<file path="src/source/can_defs.svh">
`ifndef CAN_DEFS_SVH
`define CAN_DEFS_SVH

// Frame field widths
`define CAN_ID_W        11
`define CAN_DLC_W       4
`define CAN_DATA_W      64
`define CAN_CRC_W       15

// CRC-15 generator, x^15 term implied
`define CAN_CRC_POLY    15'h4599

// Equal line bits before a stuff bit goes in
`define CAN_STUFF_LIMIT 5

`define CAN_MAX_BYTES   8   // DLC 9..15 still carry 8 bytes

// CRC delimiter, ACK slot, ACK delimiter, 7 EOF
`define CAN_TAIL_BITS   10

`endif
</file>
<file path="src/source/can_pkg.sv">
`include "can_defs.svh"

package can_pkg;

    typedef logic [`CAN_ID_W-1:0]   can_id_t;
    typedef logic [`CAN_DLC_W-1:0]  can_dlc_t;
    typedef logic [`CAN_DATA_W-1:0] can_data_t;
    typedef logic [`CAN_CRC_W-1:0]  can_crc_t;

    // Run length of equal line bits, saturates at the stuff limit
    typedef logic [$clog2(`CAN_STUFF_LIMIT + 1)-1:0] can_run_t;

    // Transmit fields in line order
    typedef enum logic [2:0] {
        TX_IDLE, TX_SOF, TX_ID, TX_CTRL, TX_DLC, TX_DATA, TX_CRC, TX_TAIL
    } tx_field_e;

    // SOF is taken in RX_IDLE
    typedef enum logic [2:0] {
        RX_IDLE, RX_ID, RX_CTRL, RX_DLC, RX_DATA, RX_CRC, RX_TAIL
    } rx_state_e;

endpackage

</file>
<file path="src/source/can_bit_if.sv">
interface can_bit_if;

    logic bit_val;      // Frame bit, unstuffed
    logic bit_en;       // Bit moves this cycle
    logic stuff_en;     // Bit lies between ID and last CRC bit
    logic frame_start;  // SOF

    // Transmit side
    modport ser (
        output bit_val,
        output stuff_en,
        output frame_start,
        input  bit_en
    );

    modport stuf (
        input  bit_val,
        input  stuff_en,
        input  frame_start,
        output bit_en
    );

    // Receive side, frame_start not used here
    modport destuf (
        output bit_val,
        output bit_en,
        input  stuff_en
    );

    modport deser (
        input  bit_val,
        input  bit_en,
        output stuff_en
    );

endinterface

</file>
<file path="src/source/can_ctrl.sv">
module can_ctrl
    import can_pkg::*;
(
    input  logic      clk,
    input  logic      rst,
    // Transmit request
    input  logic      start,
    input  can_id_t   id,
    input  can_dlc_t  dlc,
    input  can_data_t data,
    output logic      tx,
    output logic      busy,
    output logic      done,
    // Receive
    input  logic      rx,
    output can_id_t   rx_id,
    output can_dlc_t  rx_dlc,
    output can_data_t rx_data,
    output logic      rx_valid,
    output logic      rx_crc_error
);

    can_bit_if tx_bs ();
    can_bit_if rx_bs ();

    can_frame_serializer u_ser (
        .clk   (clk),
        .rst   (rst),
        .start (start),
        .id    (id),
        .dlc   (dlc),
        .data  (data),
        .busy  (busy),
        .done  (done),
        .bs    (tx_bs.ser)
    );

    can_bit_stuffer u_stuf (
        .clk (clk),
        .rst (rst),
        .bs  (tx_bs.stuf),
        .tx  (tx)
    );

    can_bit_destuffer u_destuf (
        .clk (clk),
        .rst (rst),
        .rx  (rx),
        .bs  (rx_bs.destuf)
    );

    can_frame_deserializer u_deser (
        .clk          (clk),
        .rst          (rst),
        .bs           (rx_bs.deser),
        .rx_id        (rx_id),
        .rx_dlc       (rx_dlc),
        .rx_data      (rx_data),
        .rx_valid     (rx_valid),
        .rx_crc_error (rx_crc_error)
    );

endmodule

</file>
<file path="src/source/can_frame_deserializer.sv">
`include "can_defs.svh"

module can_frame_deserializer
    import can_pkg::*;
(
    input  logic      clk,
    input  logic      rst,
    can_bit_if.deser  bs,
    output can_id_t   rx_id,
    output can_dlc_t  rx_dlc,
    output can_data_t rx_data,
    output logic      rx_valid,
    output logic      rx_crc_error
);

    rx_state_e  state;
    logic [6:0] cnt;
    logic [6:0] last_cnt;
    can_dlc_t   dlc_next;
    can_dlc_t   nbytes;
    can_crc_t   crc;       // Computed
    can_crc_t   crc_rx;    // Received
    logic       crc_en;

    assign bs.stuff_en = state inside {RX_ID, RX_CTRL, RX_DLC, RX_DATA, RX_CRC};

    // SOF is skipped, a zero bit leaves a cleared CRC at zero
    assign crc_en = bs.bit_en && (state inside {RX_ID, RX_CTRL, RX_DLC, RX_DATA});

    assign dlc_next = {rx_dlc[`CAN_DLC_W-2:0], bs.bit_val};
    assign nbytes   = (rx_dlc > `CAN_MAX_BYTES) ? can_dlc_t'(`CAN_MAX_BYTES) : rx_dlc;

    always_comb begin
        case (state)
            RX_ID:   last_cnt = 7'(`CAN_ID_W - 1);
            RX_CTRL: last_cnt = 7'd2;
            RX_DLC:  last_cnt = 7'(`CAN_DLC_W - 1);
            RX_DATA: last_cnt = {nbytes, 3'b000} - 7'd1;
            RX_CRC:  last_cnt = 7'(`CAN_CRC_W - 1);
            RX_TAIL: last_cnt = 7'(`CAN_TAIL_BITS - 1);
            default: last_cnt = '0;
        endcase
    end

    always_ff @(posedge clk or posedge rst) begin
        if (rst) begin
            state        <= RX_IDLE;
            cnt          <= '0;
            rx_valid     <= 1'b0;
            rx_crc_error <= 1'b0;
        end else begin
            rx_valid     <= 1'b0;
            rx_crc_error <= 1'b0;
            if (bs.bit_en) begin
                if (state == RX_IDLE) begin
                    if (!bs.bit_val) begin   // SOF
                        state <= RX_ID;
                        cnt   <= '0;
                    end
                end else if (cnt == last_cnt) begin
                    cnt <= '0;
                    case (state)
                        RX_ID:   state <= RX_CTRL;
                        RX_CTRL: state <= RX_DLC;
                        RX_DLC:  state <= (dlc_next == '0) ? RX_CRC : RX_DATA;
                        RX_DATA: state <= RX_CRC;
                        RX_CRC:  state <= RX_TAIL;
                        default: begin
                            state        <= RX_IDLE;
                            rx_valid     <= (crc == crc_rx);
                            rx_crc_error <= (crc != crc_rx);
                        end
                    endcase
                end else begin
                    cnt <= cnt + 7'd1;
                end
            end
        end
    end

    // Field assembly, RTR/IDE/r0 and tail bits are dropped
    always_ff @(posedge clk) begin
        if (bs.bit_en) begin
            case (state)
                RX_IDLE: begin
                    if (!bs.bit_val) begin
                        rx_data <= '0;       // Bytes past DLC stay zero
                    end
                end
                RX_ID:   rx_id   <= {rx_id[`CAN_ID_W-2:0], bs.bit_val};
                RX_DLC:  rx_dlc  <= dlc_next;
                RX_DATA: rx_data[{cnt[5:3], ~cnt[2:0]}] <= bs.bit_val;
                RX_CRC:  crc_rx  <= {crc_rx[`CAN_CRC_W-2:0], bs.bit_val};
                default: begin
                end
            endcase
        end
    end

    can_crc15 u_crc (
        .clk    (clk),
        .rst    (rst),
        .clear  (state == RX_IDLE),
        .en     (crc_en),
        .bit_in (bs.bit_val),
        .crc    (crc)
    );

endmodule

</file>
<file path="src/source/can_bit_destuffer.sv">
`include "can_defs.svh"

module can_bit_destuffer
    import can_pkg::*;
(
    input  logic      clk,
    input  logic      rst,
    input  logic      rx,
    can_bit_if.destuf bs
);

    logic     rx_q;   // Sample on offer
    logic     prev;   // Sample before it
    can_run_t run;    // Equal samples ending at prev

    assign bs.bit_val = rx_q;

    // Five equal samples before this one, so it is a stuff bit
    assign bs.bit_en = !(bs.stuff_en && (run == `CAN_STUFF_LIMIT));

    always_ff @(posedge clk or posedge rst) begin
        if (rst) begin
            rx_q <= 1'b1;
            prev <= 1'b1;
            run  <= can_run_t'(`CAN_STUFF_LIMIT);
        end else begin
            rx_q <= rx;
            prev <= rx_q;
            if (rx_q != prev) begin
                run <= can_run_t'(1);
            end else if (run != `CAN_STUFF_LIMIT) begin
                run <= run + 1'b1;  // Saturates on an idle line
            end
        end
    end

endmodule

</file>
<file path="src/source/can_bit_stuffer.sv">
`include "can_defs.svh"

module can_bit_stuffer
    import can_pkg::*;
(
    input  logic    clk,
    input  logic    rst,
    can_bit_if.stuf bs,
    output logic    tx
);

    can_run_t run;       // Equal bits on tx, ending with the current one
    logic     stuff;
    logic     line_bit;

    assign stuff     = bs.stuff_en && (run == `CAN_STUFF_LIMIT);
    assign bs.bit_en = !stuff;  // Framer holds its bit over a stuff cycle

    always_comb begin
        if (stuff) begin
            line_bit = ~tx;
        end else if (bs.frame_start || bs.stuff_en) begin
            line_bit = bs.bit_val;
        end else begin
            line_bit = 1'b1;    // Tail and idle
        end
    end

    // Run is tracked even while idle
    always_ff @(posedge clk or posedge rst) begin
        if (rst) begin
            tx  <= 1'b1;
            run <= can_run_t'(`CAN_STUFF_LIMIT);
        end else begin
            tx <= line_bit;
            if (line_bit != tx) begin
                run <= can_run_t'(1);
            end else if (run != `CAN_STUFF_LIMIT) begin
                run <= run + 1'b1;
            end
        end
    end

endmodule

</file>
<file path="src/source/can_frame_serializer.sv">
`include "can_defs.svh"

module can_frame_serializer
    import can_pkg::*;
(
    input  logic      clk,
    input  logic      rst,
    input  logic      start,
    input  can_id_t   id,
    input  can_dlc_t  dlc,
    input  can_data_t data,
    output logic      busy,
    output logic      done,
    can_bit_if.ser    bs
);

    tx_field_e  field;
    logic [6:0] cnt;       // Bit index inside current field
    logic [6:0] last_cnt;
    can_id_t    id_q;
    can_dlc_t   dlc_q;
    can_data_t  data_q;
    can_dlc_t   nbytes;
    can_crc_t   crc;
    logic       accept;
    logic       crc_en;

    assign busy   = (field != TX_IDLE);
    assign accept = start && !busy;  // Start during a frame is dropped
    assign nbytes = (dlc_q > `CAN_MAX_BYTES) ? can_dlc_t'(`CAN_MAX_BYTES) : dlc_q;

    assign bs.frame_start = (field == TX_SOF);
    assign bs.stuff_en    = field inside {TX_ID, TX_CTRL, TX_DLC, TX_DATA, TX_CRC};
    assign crc_en = bs.bit_en && (field inside {TX_SOF, TX_ID, TX_CTRL, TX_DLC, TX_DATA});

    always_comb begin
        case (field)
            TX_ID:   last_cnt = 7'(`CAN_ID_W - 1);
            TX_CTRL: last_cnt = 7'd2;              // RTR, IDE, r0
            TX_DLC:  last_cnt = 7'(`CAN_DLC_W - 1);
            TX_DATA: last_cnt = {nbytes, 3'b000} - 7'd1;
            TX_CRC:  last_cnt = 7'(`CAN_CRC_W - 1);
            TX_TAIL: last_cnt = 7'(`CAN_TAIL_BITS - 1);
            default: last_cnt = '0;                // SOF is a single bit
        endcase
    end

    // Byte 0 goes first, every byte MSB first
    always_comb begin
        case (field)
            TX_SOF:  bs.bit_val = 1'b0;
            TX_ID:   bs.bit_val = id_q[`CAN_ID_W - 1 - cnt];
            TX_CTRL: bs.bit_val = 1'b0;
            TX_DLC:  bs.bit_val = dlc_q[`CAN_DLC_W - 1 - cnt];
            TX_DATA: bs.bit_val = data_q[{cnt[5:3], ~cnt[2:0]}];
            TX_CRC:  bs.bit_val = crc[`CAN_CRC_W - 1 - cnt];
            default: bs.bit_val = 1'b1;            // Tail and idle are recessive
        endcase
    end

    always_ff @(posedge clk or posedge rst) begin
        if (rst) begin
            field <= TX_IDLE;
            cnt   <= '0;
            done  <= 1'b0;
        end else begin
            done <= 1'b0;
            if (accept) begin
                field <= TX_SOF;
                cnt   <= '0;
            end else if (busy && bs.bit_en) begin
                if (cnt == last_cnt) begin
                    cnt <= '0;
                    case (field)
                        TX_SOF:  field <= TX_ID;
                        TX_ID:   field <= TX_CTRL;
                        TX_CTRL: field <= TX_DLC;
                        TX_DLC:  field <= (nbytes == '0) ? TX_CRC : TX_DATA;
                        TX_DATA: field <= TX_CRC;
                        TX_CRC:  field <= TX_TAIL;
                        default: begin
                            field <= TX_IDLE;
                            done  <= 1'b1;
                        end
                    endcase
                end else begin
                    cnt <= cnt + 7'd1;
                end
            end
        end
    end

    always_ff @(posedge clk) begin
        if (accept) begin
            id_q   <= id;
            dlc_q  <= dlc;
            data_q <= data;
        end
    end

    can_crc15 u_crc (
        .clk    (clk),
        .rst    (rst),
        .clear  (accept),
        .en     (crc_en),
        .bit_in (bs.bit_val),
        .crc    (crc)
    );

endmodule

</file>
<file path="src/source/can_crc15.sv">
`include "can_defs.svh"

module can_crc15
    import can_pkg::*;
(
    input  logic     clk,
    input  logic     rst,
    input  logic     clear,
    input  logic     en,
    input  logic     bit_in,
    output can_crc_t crc
);

    logic feedback;

    assign feedback = bit_in ^ crc[`CAN_CRC_W-1];

    // Shift left, fold polynomial in when the outgoing bit differs
    always_ff @(posedge clk or posedge rst) begin
        if (rst) begin
            crc <= '0;
        end else if (clear) begin
            crc <= '0;
        end else if (en) begin
            crc <= {crc[`CAN_CRC_W-2:0], 1'b0} ^ (feedback ? `CAN_CRC_POLY : '0);
        end
    end

endmodule

</file>
<file path="config.mk">
export PLATFORM = sky130hd
export DESIGN_NAME = can_ctrl
export DESIGN_NICKNAME = d
export VERILOG_FILES = /design/src/source/can_pkg.sv /design/src/source/can_bit_if.sv /design/src/source/can_ctrl.sv /design/src/source/can_frame_deserializer.sv /design/src/source/can_bit_destuffer.sv /design/src/source/can_bit_stuffer.sv /design/src/source/can_frame_serializer.sv /design/src/source/can_crc15.sv
export VERILOG_INCLUDE_DIRS = /design/src /design/src/source
export SDC_FILE = /design/constraint.sdc
export NUM_CORES = 1
export LEC_CHECK = 0
export BUFFER_PORTS_ARGS = -buffer_cell sky130_fd_sc_hd__buf_2
export CAP_MARGIN = 5
export CORE_MARGIN = 2
export CORE_UTILIZATION = 40
export DETAILED_ROUTE_END_ITERATION = 16
export MAX_ROUTING_LAYER = met4
export SLEW_MARGIN = 10
export SYNTH_ARGS = -nofsm -noshare
export SYNTH_HDL_FRONTEND = slang
export SYNTH_SLANG_ARGS = --single-unit
</file>
<file path="constraint.sdc">
create_clock -name clk -period 8.11 [get_ports clk]
set_input_delay 1.2165 -clock clk [delete_from_list [all_inputs] [get_ports clk]]
set_output_delay 1.2165 -clock clk [all_outputs]
set_load 0.02 [all_outputs]
</file>
==> flow_summary.ini <==
[die]
coreArea_um2 = 27800
rows = 61
die-area_um2 = 29500
die_y_um = 172
die-width_um = 172
ios = 167
start_util = 0.405

[synth]
async_flop_share = 0.264
yosysSeqAreaShare = 0.600
synth_top_family_by_area = simple AND/OR/NAND/NOR gates
syn_inst = 950
synthTopCellsByArea = edfxtp_1 46%, dfrtp_1 12%, a21oi_1 4.4%
netlist_area_um2 = 11300
synth_compound_area_frac = 0.124
syn-num-nets = 1042
synth.largest_area_cell = edfxtp_1
synth_top_area_share = 0.461
synthXorXnorAreaFrac = 0.0445
synthFlopType = edfxtp_1
synthMuxAreaShare = 0.0563
syn_avg_cell_area_um2 = 11.9
synth_cell_type_count = 71
ys_warn_count = 0
synth-edff-count = 173
synth-seq-cells = 235
synthAdderAreaFrac = 0.0100
synthSimpleGateAreaFrac = 0.136

[cells_and_area]
nFillCells = 2584
final_cell_mix = 173 x edfxtp_1, 166 x buf_2, 99 x a21oi_1
nets = 1181
multi_input_area_um2 = 4200
syn2layout_area_growth_pct = 18.6
regArea_um2 = 6760
drive_above_1_share = 0.237
final_common_cell = edfxtp_1
n_antenna_cell = 0

[worst_setup_path]
crit_path_start_kind = flip-flop
r2r_cells = 9
cp_data_arrival_time_ns = 4.07
worstReg2RegEnd = u_stuf.run[1]
cp_max_fo = 39
ff2ff_setup_slack_ns = 4.45
cp.required_ns = 8.52
rr_startpoint = u_ser.cnt[0]
worst_setup_path_end_kind = flip-flop
crit_type = flip-flop to flip-flop

[power_and_ir_drop]
internal-power_mw = 3.33
power_frac_clock = 0.231
sw_frac_of_total = 0.384
p_leak_nw = 5.01
power_density_nw_per_um2 = 404
seq_power_share = 0.394
p_switching_mw = 2.07
ir_drop_uv = 193
combPwrFrac = 0.375

[grt]
overflow = 0
grt_max_degree = 85
grt_pass1_wl_mm = 43.4
antenna_found_initial = 0
grt.total_usage = 0.194
grt_pass1_vias = 7773

[worst_hold_path]
hold_path_depth = 0
hold-path-endpoint = u_deser.rx_id[3]
worstHoldStart = u_deser.rx_id[2]
hp-class = flip-flop to flip-flop

[timing]
slew_violations = 0
setup_violations = 0
relSlewSlack = 0.220
fin_ws_ns = 4.45
min_period_ns = 3.66
skew_ns = 0.0122
hold_viol = 0
max_clock_freq_mhz = 274
rsz0062_at_grt = no
post-route-period-util = 0.451
worst_pin_slew_ns = 1.16
fin_tns_setup_ns = 0
holdWs_ns = 0.447

[run]
maxCapViolCount = 0

[detailed_routing]
routed_via_density = 5.48
drtIter0Drc = 839
wl_mm = 28.0
wire_per_inst_um = 18.8
drcViolationCount = 0
ant_nets = 0
vias = 8167
first_pass_iters = 5

[place]
pre_cts_ws_ns = 4.43
numPortBuffers = 166
dp_hpwl_mm = 18.0
gp_congestion = 0.805

[clocking]
clock_sinks = 235
cts.htree.levels = 1
postCtsSetupRepairBufs = 0
cts_tree = yes
ctsResizeCount = 0
cts_inserted_buffers = 28
cts_max_path_buffers = 3
path_clk_slew_ns = 0.06
postCtsHoldBufs = 0
worstSkewPairLatency_ns = 0.53
cts_root_buf = clkbuf_16

[outcome]
run_status = finished, final reports clean
how the worst max path moves through the flow:
stage                               to  slack, ns             start  cells past startpoint
floorplan           u_deser.rx_data[0]       2.11  u_deser.state[0]                      4
global placement    u_ser.u_crc.crc[4]       4.51      u_ser.cnt[0]                      9
detailed placement       u_stuf.run[1]       4.43      u_ser.cnt[0]                      9
CTS                      u_stuf.run[1]       4.41      u_ser.cnt[0]                      9
global route             u_stuf.run[1]       4.06      u_ser.cnt[0]                      9
finish                   u_stuf.run[1]       4.45      u_ser.cnt[0]                      9
cells by family (layout without fill, tap and decap cells):
logic type,after synthesis,after routing
simple gates,301,301
mux,34,34
flops,235,235
xor+xnor,47,47
fa+ha+maj,9,9
compound gates,241,241
buf+inv,83,244
state kept, by name, indices dropped and copies added (netlist names), 4 cells and up:
name,flops
u_ser.dlc_q,4
u_deser.rx_data,64
u_deser.rx_dlc,4
u_ser.cnt,7
u_ser.data_q,64
u_deser.rx_id,11
u_ser.id_q,11
u_deser.crc_rx,15
u_deser.u_crc.crc,15
u_deser.cnt,7
u_ser.u_crc.crc,15
layer usage:
layer,vias to the layer above,GRT usage,share of wire,routed length [um]
met3,58,0.0262,0.065,1820
met1,3977,0.270,0.43,12200
met4,0,0.0676,0.033,931
met2,278,0.293,0.47,13100
met5,-,-,0,0
li1,3854,-,-,-
power by group through the flow:
| stage | sequential, mW | clock, mW | combinational, mW |
|---|---|---|---|
| after floorplan | 2.16 | 0 | 1.44 |
| after global placement | 2.14 | 0 | 2.00 |
| after detailed placement | 2.14 | 0 | 2.03 |
| after CTS | 2.13 | 1.28 | 2.04 |
| after global routing | 2.18 | 1.32 | 2.24 |
| final | 2.13 | 1.25 | 2.03 |
stage by stage:
stage               total power, mW  std cells  instance area (um^2)  utilization
floorplan                      3.60        950                 11300            -
global placement               4.14       1437                 12400        0.447
detailed placement             4.17       1437                 12400        0.447
CTS                            5.44       1489                 13400        0.481
global route                   5.74       1489                 13400        0.481
finish                         5.40       1489                 13400        0.481
Yosys cell counts, types with 14 or more instances:
| library cell | instances |
|---|---|
| edfxtp_1 | 173 |
| a21oi_1 | 99 |
| nand3_1 | 87 |
| o21ai_0 | 81 |
| nand2_1 | 76 |
| clkbuf_1 | 56 |
| dfrtp_1 | 55 |
| nor2_1 | 38 |
| nor3_1 | 21 |
| xnor2_1 | 20 |
| xor2_1 | 20 |
| mux4_2 | 14 |
layout make-up:
cell class / instances / share of cell area
Clock inverter: 6 / 0.00487
Tap cell: 378 / 0.0354
Timing Repair Buffer: 180 / 0.0701
Inverter: 12 / 0.00347
Clock buffer: 46 / 0.0660
Sequential cell: 235 / 0.506
Multi-Input combinational cell: 632 / 0.314
critical path, cell delays in order, from the launching register on:
cell and delay (ns):
dfrtp_2 0.94, ha_1 0.54, xor2_1 0.42, mux4_2 0.54
nand2b_1 0.16, o2111ai_2 0.10, nand4_4 0.18, nor2_8 0.21
xnor2_2 0.11, a2111oi_2 0.33
Power figures use the tool's default switching activity.
